### src/rtl/snac_pkg.sv
// Pad type codes, sample rate codes, poll frequencies, widths and the divider step function
package snac_pkg;

    // Pad types on the serial-latch port, unlisted codes behave as disabled
    typedef enum logic [4:0] {
        PAD_DISABLED = 5'd0,
        PAD_NES      = 5'd2,                // 8 bits per frame
        PAD_SNES     = 5'd3                 // 16 bits per frame
    } pad_type_t;

    // Sample rate selection
    typedef enum logic [1:0] {
        RATE_COMPAT = 2'd0,                 // Slowest, for long cables
        RATE_NORMAL = 2'd1,
        RATE_FAST   = 2'd2,
        RATE_TURBO  = 2'd3
    } rate_t;

    localparam int STEP_W = 32;             // Phase accumulator width
    localparam int BTN_W  = 16;             // Button word width

    localparam int NES_BITS  = 8;           // Bits shifted per NES frame
    localparam int SNES_BITS = 16;          // Bits shifted per SNES frame

    // Poll frequency in Hz per rate code
    localparam logic [31:0] POLL_FREQ [4] = '{
        32'd100_000,                        // RATE_COMPAT
        32'd200_000,                        // RATE_NORMAL
        32'd400_000,                        // RATE_FAST
        32'd1_000_000                       // RATE_TURBO
    };

    // Accumulator step for a strobe at twice the poll frequency
    // Step = 2^32 * 2 * freq / clk_freq, truncated
    function automatic logic [STEP_W-1:0] poll_step(
        input logic [63:0] clk_freq,
        input logic [31:0] freq
    );
        logic [63:0] num;
        logic [63:0] quo;
        num = {32'd0, freq} << (STEP_W + 1);   // Times 2^32 and times 2
        quo = num / clk_freq;
        return quo[STEP_W-1:0];
    endfunction

endpackage
### src/rtl/snac_adapter_top.sv
// Two-player NES/SNES pad adapter top level for the cartridge port
`timescale 1ns/1ps

module snac_adapter_top #(
    parameter int CLK_FREQ = 50_000_000     // At least 8x the fastest poll rate
) (
    input  logic                       i_clk,
    input  logic                       i_reset,
    input  snac_pkg::pad_type_t        i_pad_type,
    input  snac_pkg::rate_t            i_rate,
    input  logic [7:4]                 i_cart_bk0_in,
    output logic [snac_pkg::BTN_W-1:0] o_p1_btn,       // Player 1 active-high buttons
    output logic [snac_pkg::BTN_W-1:0] o_p2_btn,       // Player 2 active-high buttons
    output logic                       o_busy,         // Falls when a frame lands
    output logic                       o_cart_bk0_dir,
    output logic [7:6]                 o_cart_bk1_out,
    output logic                       o_cart_pin30_out,
    output logic                       o_cart_pin30_dir,
    output logic                       o_cart_pin31_dir
);

    logic [snac_pkg::STEP_W-1:0] step;      // Divider increment
    logic                        enable;    // Serial-latch pad selected
    logic                        nes_mode;
    logic                        div_reset;
    logic                        stb;       // Polling strobe
    logic                        latch;
    logic                        pad_clk;
    logic                        dat1;
    logic                        dat2;

    snac_config #(
        .CLK_FREQ    (CLK_FREQ)
    ) u_snac_config (
        .i_clk       (i_clk),
        .i_reset     (i_reset),
        .i_pad_type  (i_pad_type),
        .i_rate      (i_rate),
        .o_step      (step),
        .o_enable    (enable),
        .o_nes_mode  (nes_mode),
        .o_div_reset (div_reset)
    );

    frac_strobe_gen u_frac_strobe_gen (
        .i_clk       (i_clk),
        .i_div_reset (div_reset),     // Restart on any settings change
        .i_step      (step),
        .o_stb       (stb)
    );

    serial_latch_reader u_serial_latch_reader (
        .i_clk      (i_clk),
        .i_reset    (i_reset),
        .i_enable   (enable),
        .i_nes_mode (nes_mode),
        .i_stb      (stb),
        .i_dat1     (dat1),
        .i_dat2     (dat2),
        .o_latch    (latch),
        .o_pad_clk  (pad_clk),
        .o_busy     (o_busy),
        .o_p1_btn   (o_p1_btn),
        .o_p2_btn   (o_p2_btn)
    );

    snac_pin_map u_snac_pin_map (
        .i_clk            (i_clk),
        .i_reset          (i_reset),
        .i_latch          (latch),
        .i_pad_clk        (pad_clk),
        .o_dat1           (dat1),
        .o_dat2           (dat2),
        .o_cart_bk0_dir   (o_cart_bk0_dir),
        .i_cart_bk0_in    (i_cart_bk0_in),
        .o_cart_bk1_out   (o_cart_bk1_out),
        .o_cart_pin30_out (o_cart_pin30_out),
        .o_cart_pin30_dir (o_cart_pin30_dir),
        .o_cart_pin31_dir (o_cart_pin31_dir)
    );

endmodule

### src/rtl/snac_pin_map.sv
// Registered cartridge-port pin routing for the serial-latch pad harness
`timescale 1ns/1ps

module snac_pin_map (
    input  logic       i_clk,
    input  logic       i_reset,
    input  logic       i_latch,           // Latch from the reader
    input  logic       i_pad_clk,         // Pad clock from the reader
    output logic       o_dat1,            // Player 1 data toward the reader
    output logic       o_dat2,            // Player 2 data toward the reader
    output logic       o_cart_bk0_dir,    // Bank 0 direction
    input  logic [7:4] i_cart_bk0_in,     // Bank 0 pins as inputs
    output logic [7:6] o_cart_bk1_out,    // Bank 1 pins as outputs
    output logic       o_cart_pin30_out,  // Second pad clock
    output logic       o_cart_pin30_dir,
    output logic       o_cart_pin31_dir
);

    // Port layout
    //   bank1[6]  pad clock         (USB D-)
    //   bank1[7]  latch             (USB D+)
    //   pin30     pad clock copy    (GND_D pair)
    //   bank0[4]  player 1 data     (RX-)
    //   bank0[5]  player 2 data     (TX+)
    // Bank 0 bits 7 and 6 carry no pad signal in this harness

    always_ff @(posedge i_clk) begin
        if (i_reset) begin
            o_cart_bk1_out   <= 2'b00;
            o_cart_pin30_out <= 1'b0;
            o_dat1           <= 1'b0;
            o_dat2           <= 1'b0;
        end else begin
            o_cart_bk1_out   <= {i_latch, i_pad_clk};  // One cycle to the pins
            o_cart_pin30_out <= i_pad_clk;             // Same edge as bank 1 clock
            o_dat1           <= i_cart_bk0_in[4];      // Resync data from the pads
            o_dat2           <= i_cart_bk0_in[5];
        end
    end

    // Directions never change
    assign o_cart_bk0_dir   = 1'b0;   // Bank 0 input
    assign o_cart_pin30_dir = 1'b1;   // Pin 30 output
    assign o_cart_pin31_dir = 1'b0;   // Pin 31 left as input

    // Clock edge out to sampled data back is 3 cycles at most
    // reader reg, pin reg, then input reg

endmodule

### src/rtl/serial_latch_reader.sv
// Latch and clock sequencer with two parallel data shifters for NES and SNES pads
`timescale 1ns/1ps

module serial_latch_reader (
    input  logic                       i_clk,
    input  logic                       i_reset,
    input  logic                       i_enable,    // Pad type is NES or SNES
    input  logic                       i_nes_mode,  // 8 bits per frame when set
    input  logic                       i_stb,       // Polling strobe, twice poll rate
    input  logic                       i_dat1,      // Player 1 serial data
    input  logic                       i_dat2,      // Player 2 serial data
    output logic                       o_latch,     // Shared latch line
    output logic                       o_pad_clk,   // Shared clock line
    output logic                       o_busy,      // Frame in progress
    output logic [snac_pkg::BTN_W-1:0] o_p1_btn,    // Active-high buttons
    output logic [snac_pkg::BTN_W-1:0] o_p2_btn
);

    localparam int CNT_W = $clog2(snac_pkg::SNES_BITS);

    // Frame phases, one strobe moves at most one step
    typedef enum logic [1:0] {
        PH_IDLE,      // Waiting for the strobe that starts a frame
        PH_LATCH,     // Latch high, pads capture their buttons
        PH_SAMPLE,    // Next strobe samples data and drops the clock
        PH_RISE       // Next strobe raises the clock and shifts the pads
    } phase_t;

    phase_t                     phase;
    logic [CNT_W-1:0]           bit_cnt;    // Index of the bit being read
    logic [CNT_W-1:0]           last_bit;   // Final index for this pad type
    logic [snac_pkg::BTN_W-1:0] sr1;        // Player 1 bits gathered so far
    logic [snac_pkg::BTN_W-1:0] sr2;        // Player 2 bits gathered so far

    assign last_bit = i_nes_mode ? CNT_W'(snac_pkg::NES_BITS - 1)
                                 : CNT_W'(snac_pkg::SNES_BITS - 1);

    always_ff @(posedge i_clk) begin
        if (i_reset || !i_enable) begin
            // Disable drops everything straight back to idle
            phase     <= PH_IDLE;
            bit_cnt   <= '0;
            o_latch   <= 1'b0;
            o_pad_clk <= 1'b0;
            o_busy    <= 1'b0;
            o_p1_btn  <= '0;
            o_p2_btn  <= '0;
            sr1       <= '0;
            sr2       <= '0;
        end else begin
            case (phase)
                PH_IDLE: begin
                    o_pad_clk <= 1'b1;              // Clock idles high
                    if (i_stb) begin
                        o_latch <= 1'b1;
                        o_busy  <= 1'b1;
                        sr1     <= '0;              // Unused upper bits read as 0
                        sr2     <= '0;
                        phase   <= PH_LATCH;
                    end
                end
                PH_LATCH: begin
                    if (i_stb) begin
                        o_latch <= 1'b0;            // Pads now present bit 0
                        bit_cnt <= '0;
                        phase   <= PH_SAMPLE;
                    end
                end
                PH_SAMPLE: begin
                    if (i_stb) begin
                        // Pads pull low for a pressed button
                        sr1[bit_cnt] <= ~i_dat1;
                        sr2[bit_cnt] <= ~i_dat2;
                        o_pad_clk    <= 1'b0;
                        phase        <= PH_RISE;
                    end
                end
                PH_RISE: begin
                    if (i_stb) begin
                        o_pad_clk <= 1'b1;          // Rising edge advances both pads
                        if (bit_cnt == last_bit) begin
                            o_p1_btn <= sr1;        // Commit whole frame at once
                            o_p2_btn <= sr2;
                            o_busy   <= 1'b0;       // Marks end of frame
                            phase    <= PH_IDLE;
                        end else begin
                            bit_cnt <= bit_cnt + 1'b1;
                            phase   <= PH_SAMPLE;
                        end
                    end
                end
                default: phase <= PH_IDLE;
            endcase
        end
    end

    // Frame takes 2 + 2N strobes
    // latch up, latch down, then N pairs of sample-low and rise

endmodule

### src/rtl/frac_strobe_gen.sv
// Fractional phase-accumulator divider producing the polling strobe
`timescale 1ns/1ps

module frac_strobe_gen (
    input  logic                        i_clk,
    input  logic                        i_div_reset,  // Clears phase and strobe
    input  logic [snac_pkg::STEP_W-1:0] i_step,       // Phase increment per cycle
    output logic                        o_stb         // One-cycle polling strobe
);

    logic [snac_pkg::STEP_W-1:0] acc;   // Phase accumulator
    logic [snac_pkg::STEP_W:0]   sum;   // Next phase with carry on top

    // Carry out of the add marks one strobe period
    assign sum = {1'b0, acc} + {1'b0, i_step};

    always_ff @(posedge i_clk) begin
        if (i_div_reset) begin
            acc   <= '0;
            o_stb <= 1'b0;                          // No pulse right after a restart
        end else begin
            acc   <= sum[snac_pkg::STEP_W-1:0];     // Wraps modulo 2^32
            o_stb <= sum[snac_pkg::STEP_W];         // Registered carry
        end
    end

    // Spacing alternates between floor and ceiling of 2^32 / step,
    // so the average rate is exact to within one step LSB
    // A zero step never carries and the strobe stays low

endmodule

### src/rtl/snac_config.sv
// Settings register with change detection, enable decode and poll step selection
`timescale 1ns/1ps

module snac_config #(
    parameter int CLK_FREQ = 50_000_000     // System clock in Hz
) (
    input  logic                          i_clk,
    input  logic                          i_reset,
    input  snac_pkg::pad_type_t           i_pad_type,
    input  snac_pkg::rate_t               i_rate,
    output logic [snac_pkg::STEP_W-1:0]   o_step,      // Divider step, zero when disabled
    output logic                          o_enable,    // NES or SNES selected
    output logic                          o_nes_mode,  // 8-bit frame instead of 16
    output logic                          o_div_reset  // Restart the divider
);

    // Step per rate code, all computed at elaboration
    localparam logic [snac_pkg::STEP_W-1:0] STEP_TAB [4] = '{
        snac_pkg::poll_step(CLK_FREQ, snac_pkg::POLL_FREQ[0]),
        snac_pkg::poll_step(CLK_FREQ, snac_pkg::POLL_FREQ[1]),
        snac_pkg::poll_step(CLK_FREQ, snac_pkg::POLL_FREQ[2]),
        snac_pkg::poll_step(CLK_FREQ, snac_pkg::POLL_FREQ[3])
    };

    snac_pkg::pad_type_t          pad_type_r;  // Settings as last seen
    snac_pkg::rate_t              rate_r;
    logic                         changed;     // Any setting differs from register
    logic                         pad_valid;   // Incoming type is a serial-latch pad

    assign changed   = (i_pad_type != pad_type_r) || (i_rate != rate_r);
    assign pad_valid = (i_pad_type == snac_pkg::PAD_NES) ||
                       (i_pad_type == snac_pkg::PAD_SNES);

    always_ff @(posedge i_clk) begin
        if (i_reset) begin
            pad_type_r  <= snac_pkg::PAD_DISABLED;
            rate_r      <= snac_pkg::RATE_COMPAT;
            o_step      <= '0;
            o_div_reset <= 1'b1;               // Hold divider cleared through reset
        end else begin
            pad_type_r  <= i_pad_type;
            rate_r      <= i_rate;
            o_div_reset <= changed;            // One cycle after a settings edit
            // New step lands together with the divider restart
            o_step      <= pad_valid ? STEP_TAB[i_rate] : '0;
        end
    end

    // Decoded from the registered type so they line up with o_step
    assign o_enable   = (pad_type_r == snac_pkg::PAD_NES) ||
                        (pad_type_r == snac_pkg::PAD_SNES);
    assign o_nes_mode = (pad_type_r == snac_pkg::PAD_NES);

endmodule

### config.mk
export PLATFORM = sky130hd
export DESIGN_NAME = snac_adapter_top
export DESIGN_NICKNAME = d
export VERILOG_FILES = /design/src/rtl/snac_pkg.sv /design/src/rtl/snac_adapter_top.sv /design/src/rtl/snac_pin_map.sv /design/src/rtl/serial_latch_reader.sv /design/src/rtl/frac_strobe_gen.sv /design/src/rtl/snac_config.sv
export SDC_FILE = /design/constraint.sdc
export NUM_CORES = 1
export LEC_CHECK = 0
export ABC_AREA = 1
export BUFFER_PORTS_ARGS = -buffer_cell sky130_fd_sc_hd__buf_2
export CORE_MARGIN = 2
export CORE_UTILIZATION = 65
export CTS_CLUSTER_SIZE = 28
export DETAILED_ROUTE_END_ITERATION = 8
export PLACE_DENSITY = 0.86
export SLEW_MARGIN = 20
export SYNTH_ARGS = -nofsm -noshare
export SYNTH_HDL_FRONTEND = slang
export SYNTH_SLANG_ARGS = --single-unit
### constraint.sdc
create_clock -name i_clk -period 2.6 [get_ports i_clk]
set_input_delay 0.26 -clock i_clk [delete_from_list [all_inputs] [get_ports i_clk]]
set_output_delay 0.26 -clock i_clk [all_outputs]
set_load 0.02 [all_outputs]
# After elaboration in Yosys (flattened, before gate mapping)
# Index checks and enable logic that the tools add are counted.
[word_totals]
word_cells = 94
output_inout_bits = 39
reg_bits = 151
in_bits = 13
[op_classes]
add_sub_neg = 2
n_reduce_logical = 20
n_eq_ne = 16
bitwise_logic = 4
magnitude_cmp = 3
mux = 30
[op_table]
columns = ["op", "n"]
rows = [
  ["$bmux 32 s2", 1],
  ["$mux 32", 2],
  ["$pmux 16 s2", 2],
  ["$mux 16", 3],
  ["$add 32x32->33", 1],
  ["$bwmux 16", 2],
  ["$eq 5x2->1 const B", 4],
  ["$mux 4", 4],
  ["$reduce_and 3->1", 4],
  ["$reduce_and 4->1", 3],
  ["$mux 2", 5],
  ["$ne 2x2->1 const B", 5],
  ["$pmux 2 s4", 1],
  ["$pmux 4 s2", 1],
  ["$reduce_bool 2->1", 4],
  ["$lt 4x5->1 const B", 1],
  ["$mux 1", 5],
  ["$ne 5x5->1", 1],
  ["$add 4x1->4 const B", 1],
  ["$demux 1 s4", 1],
  ["$eq 2x2->1 const B", 2],
  ["$eq 4x4->1", 1],
  ["$ge 4x1->1 const B", 1],
  ["$logic_or 1x1->1", 4],
  ["13 further kinds", 16],
]

# Logic depth before layout (Yosys ltp)
[depth]
depth_word = 7
mapped_depth = 12
depth_no_buf = 12

# Cells and area by module
# A second synthesis with hierarchy kept.
[unflattened]
hier_cells = 1135
hier_area_um2 = 7434.6
[modules_own_cells]
columns = ["module", "instances", "cells_each", "area_per_inst_um2", "seq_area_each_um2"]
rows = [
  ["frac_strobe_gen", 1, 587, 3314.4, 660.6],
  ["serial_latch_reader", 1, 417, 3066.7, 1461.4],
  ["snac_config", 1, 113, 905.9, 420.4],
  ["snac_pin_map", 1, 18, 147.6, 80.1],
]

# Least setup slack after synthesis
# OpenSTA, ideal clock, no wires.
[synth_path]
path_kind = "register to register"
startpoint = "register u_snac_config.o_step[13] (netlist bit)"
endpoint = "register u_frac_strobe_gen.acc[16] (netlist bit)"
path_slack_ns = 0.810
path_stages_with_launch = 11
t_arrival_ns = 1.672
t_required_ns = 2.483
synth_period_minus_slack_ns = 1.790
path_cell_list = "dfxtp_1 -> ha_1 -> fa_1 -> nand3_1 -> nand3_1 -> nand3_1 -> nand3_1 -> nand2_1 -> nand2_1 -> o21ai_0 -> nor2_1"
[synth_between]
elab_chain_cells = 1
[synth_lines]
columns = ["element", "line", "rtl"]
rows = [
  ["start: declaration", "snac_config.sv:11", "output logic [snac_pkg::STEP_W-1:0] o_step,"],
  ["start signal: assignment", "snac_config.sv:45", "o_step <= pad_valid ? STEP_TAB[i_rate] : '0;"],
  ["$add 32x32->33", "frac_strobe_gen.sv:15", "assign sum = {1'b0, acc} + {1'b0, i_step};"],
  ["end signal: assignment", "frac_strobe_gen.sv:22", "acc <= sum[snac_pkg::STEP_W-1:0];"],
  ["end: declaration", "frac_strobe_gen.sv:11", "logic [snac_pkg::STEP_W-1:0] acc;"],
]
# No other way between the ends.
# A chain may end at the register's enable or synchronous reset.

# Final worst setup path
# Ends and elaborated chain as after synthesis.

==> reports/results.md <==
| Quantity | Reported | Unit |
|---|---|---|
| Ant. Diodes | 0 | - |
| Number of placement rows | 37 | - |
| Clock latency reported for the late side of the worst-skew pair | 0.55 | ns |
| Root Buffer | clkbuf_8 | - |
| Synthesized area divided by synthesized cell count | 6.55 | µm² |
| Startpoint of the worst setup timing path | u_snac_config.o_step[13] | - |
| Global-route usage over all layers | 31.9 | % |
| Overflow left after global routing | 0 | - |
| Vias in the first global route | 6203 | - |
| Final #Nets | 1121 | - |
| Reg clk slew, reported paths | 0.06 | ns |
| Chip height | 106 | µm |
| Class of the tightest hold or removal check | input port to flip-flop | - |
| Endpoint type of the worst setup path | flip-flop | - |
| Final std cells w/o fill | 1223 | - |
| DRC marker count from the first detailed-route iteration | 390 | - |
| Min Clock Period, post-route | 2.06 | ns |
| Number of pins exceeding their max-slew limit in the final report | 0 | - |
| Die width | 106 | µm |
| Cell Pwr Density | 583 | mW/mm² |
| Relative slew margins | 45.6 | % |
| Maximum level of the CTS H-tree | 4 | - |
| Final core occ | 75.1 | % |
| Crit-path max FO | 5 | - |
| Via-to-Cell Ratio | 5.32 | - |
| Clock Tree Buf Depth | 2 | - |
| Detail Placement HPWL | 11.5 | mm |
| Total wire length after detailed routing | 16.9 | mm |
| Port Buffers | 46 | - |
| Area used by multi-input combinational logic | 0.00339 | mm² |
| Vias | 6505 | - |
| Wire length of the first global-routing pass | 28.2 | mm |
| Outcome | finished, final reports clean | - |
| Initial antenna violation count | 0 | - |
| Worst r2r dst | u_frac_strobe_gen.acc[16] | - |
| Proportion of synthesized chip area in sequential cells | 39.1 | % |
| Share of layout cells above drive strength 1 | 8.28 | % |
| Endpoint required time on the critical path | 3.04 | ns |
| Cell area after synthesis | 0.00670 | mm² |
| Cell total after placement | 1182 | - |
| Slack of the worst reg-to-reg path | 0.54 | ns |
| Die outline area | 0.0111 | mm² |
| Final weighted congestion in routability-driven placement | 0.921 | - |
| TritonCTS clock tree | built | - |
| Filler cell count in the final layout | 791 | - |
| Setup Buffers After CTS | 0 | - |
| DRT Pass-1 Iters | 8 | - |
| TritonCTS Buffers | 17 | - |
| Area taken by flip-flops and latches | 0.00262 | mm² |
| Startpoint of the lowest-slack register-to-register path | u_snac_config.o_step[13] | - |
| Number of clock sinks seen by CTS | 131 | - |
| Maximum resistive drop on vdd | 455 | µV |
| Core outline area | 0.0102 | mm² |
| Number of different library cells in the post-synthesis netlist | 35 | - |
| Post-synthesis sequential element count | 131 | - |
| Top-Level Pins | 52 | - |
| Unrepaired setup endpoints after global routing | false | - |
| Kind of start point of the critical path | flip-flop | - |
| Detail Route Antenna Nets | 0 | - |
| Layout-stage area growth over the synthesis result | 14.1 | % |
| Setup crit end | u_frac_strobe_gen.acc[16] | - |
| Data arrival, critical path | 2.50 | ns |
| Highest attainable clock frequency | 485 | MHz |
| Max-capacitance violation count | 0 | - |
| Initial Utilization | 65.8 | % |
| Sum Neg Setup Slack | 0 | ns |
| Tightest Pin Transition | 0.814 | ns |
| Static leakage | 3.83 | nW |
| Number of cells produced by synthesis | 1022 | - |
| Count of unresolved DRC violations after routing | 0 | - |
| Critical setup path kind | flip-flop to flip-flop | - |
| Pin count of the biggest net entering global routing | 41 | - |
| Count of yosys warnings during synthesis | 0 | - |
| R2r worst-path depth | 10 | - |
| Average wire per standard cell | 13.9 | µm |
| Final worst path period share | 79.3 | % |
| Setup skew after layout | 0.00763 | ns |
| Final setup vio count | 0 | - |
| Final hold violation count | 0 | - |
sequential cells by signal, summed over array words and instances (netlist names), 4 cells and up:
name / flops
u_serial_latch_reader.bit_cnt: 4
u_serial_latch_reader.o_p1_btn: 16
u_snac_config.pad_type_r: 5
u_frac_strobe_gen.acc: 32
u_serial_latch_reader.sr1: 16
u_snac_config.o_step: 13
u_serial_latch_reader.sr2: 16
u_serial_latch_reader.o_p2_btn: 16
cell usage in the layout (no fill, tap or decap), drive strengths merged, types with 2 or more instances in the layout:
cell and instances:
buf 51, dfxtp 131, ha 33, nor3 12
nand3 55, o21ai 63, xor2 2, a211oi 2
nand4 7, nand2 276, dlygate4sd3 9, inv 145
o22ai 2, clkinv 6, conb 3, clkbuf 20
o21bai 3, nor2 173, and2 5, a21oi 78
through the flow:
stage | power (mW) | hold slack, ns | area, µm² | setup WS [ns]
4_1_cts | 4.44 | 0.0326 | 7650 | 0.550
3_3_place_gp | 2.13 | 0.415 | 6980 | 0.592
5_1_grt | 4.55 | 0.0443 | 7650 | 0.397
2_1_floorplan | 2.12 | 0.332 | 6700 | 0.810
6_report | 4.46 | 0.0416 | 7650 | 0.538
3_5_place_dp | 2.13 | 0.417 | 6980 | 0.580
report_power, final:
part / switching, mW / internal [mW] / total (mW)
sequential: 0.00741 / 2.02 / 2.02
combinational: 0.0505 / 0.0297 / 0.0802
clock: 0.989 / 1.36 / 2.35
total: 1.05 / 3.41 / 4.46
worst min path at each step:
stage / startpoint / cells after the start / to / slack (ns)
finish: i_reset / 2 / u_snac_pin_map.o_dat1 / 0.04
floorplan: i_rate[1] / 1 / u_snac_config.o_step[3] / 0.33
global route: i_reset / 2 / u_snac_pin_map.o_dat1 / 0.04
detailed placement: u_serial_latch_reader.o_pad_clk / 2 / u_snac_pin_map.o_cart_bk1_out[6] / 0.42
CTS: i_reset / 2 / u_snac_pin_map.o_cart_bk1_out[6] / 0.03
global placement: u_serial_latch_reader.o_pad_clk / 2 / u_snac_pin_map.o_cart_bk1_out[6] / 0.41
Yosys cell counts:
master / n / area share, %
a211oi_1: 2 / 0.22
a21boi_0: 1 / 0.11
a21oi_1: 78 / 5.8
a221oi_1: 1 / 0.13
a31oi_1: 1 / 0.093
and2_1: 5 / 0.47
buf_2: 5 / 0.37
buf_4: 7 / 0.78
buf_6: 3 / 0.50
clkbuf_1: 13 / 0.73
clkinv_1: 1 / 0.056
conb_1: 2 / 0.11
dfxtp_1: 131 / 39
fa_1: 1 / 0.30
ha_1: 33 / 6.2
inv_1: 137 / 7.7
inv_2: 3 / 0.17
nand2_1: 276 / 15
nand3_1: 55 / 4.1
nand3b_1: 1 / 0.11
nand4_1: 7 / 0.65
nor2_1: 170 / 9.5
nor2_2: 2 / 0.19
nor2_4: 1 / 0.17
nor3_1: 11 / 0.82
nor3_2: 1 / 0.15
nor3b_1: 1 / 0.11
nor4_1: 1 / 0.093
o21a_1: 1 / 0.11
o21ai_0: 59 / 4.4
o21ai_1: 4 / 0.30
o21bai_1: 3 / 0.34
o22ai_1: 2 / 0.19
xnor2_1: 1 / 0.13
xor2_1: 2 / 0.26
kinds of logic (layout without fill, tap and decap cells):
| kind of cell | Yosys count | in the layout | share of synthesized area, % |
|---|---|---|---|
| simple gates | 531 | 531 | 31.9 |
| buf+inv | 169 | 233 | 10.3 |
| compound gates | 152 | 152 | 11.7 |
| flops | 131 | 131 | 39.1 |
| fa+ha+maj | 34 | 34 | 6.46 |
| xor+xnor | 3 | 3 | 0.392 |
| other cells | 2 | 3 | 0.112 |
repair_timing:
item / CTS / global route
gates resized for setup: 0 / 0
hold buffers: 9 / 0
endpoints found under the hold margin: 12 / 0
metal layers:
metal | vias to the layer above | global-route usage, % | routed length [µm]
met5 | - | 0 | 0
met4 | 0 | 14.1 | 534
met3 | 52 | 6.43 | 892
met2 | 199 | 58.4 | 8560
met1 | 2936 | 35.5 | 6960
li1 | 3318 | - | -
final cells by class:
type | instances | share of cell area, %
clock buffers | 20 | 5.96
clock inverters | 12 | 1.57
inverters | 141 | 6.92
multi-input cells | 723 | 44.3
flip-flops and latches | 131 | 34.3
well taps | 136 | 2.23
repair buffers | 60 | 4.68
critical path, stage by stage (launching register included):
cell and delay, ns:
dfxtp_1 0.33, ha_1 0.26, fa_1 0.45, nand3_1 0.11, nand3_1 0.17, nand3_1 0.12
nand3_1 0.14, nand2_1 0.12, nand2_1 0.06, o21ai_0 0.14, nor2_1 0.05
Power figures use the tool's default switching activity.
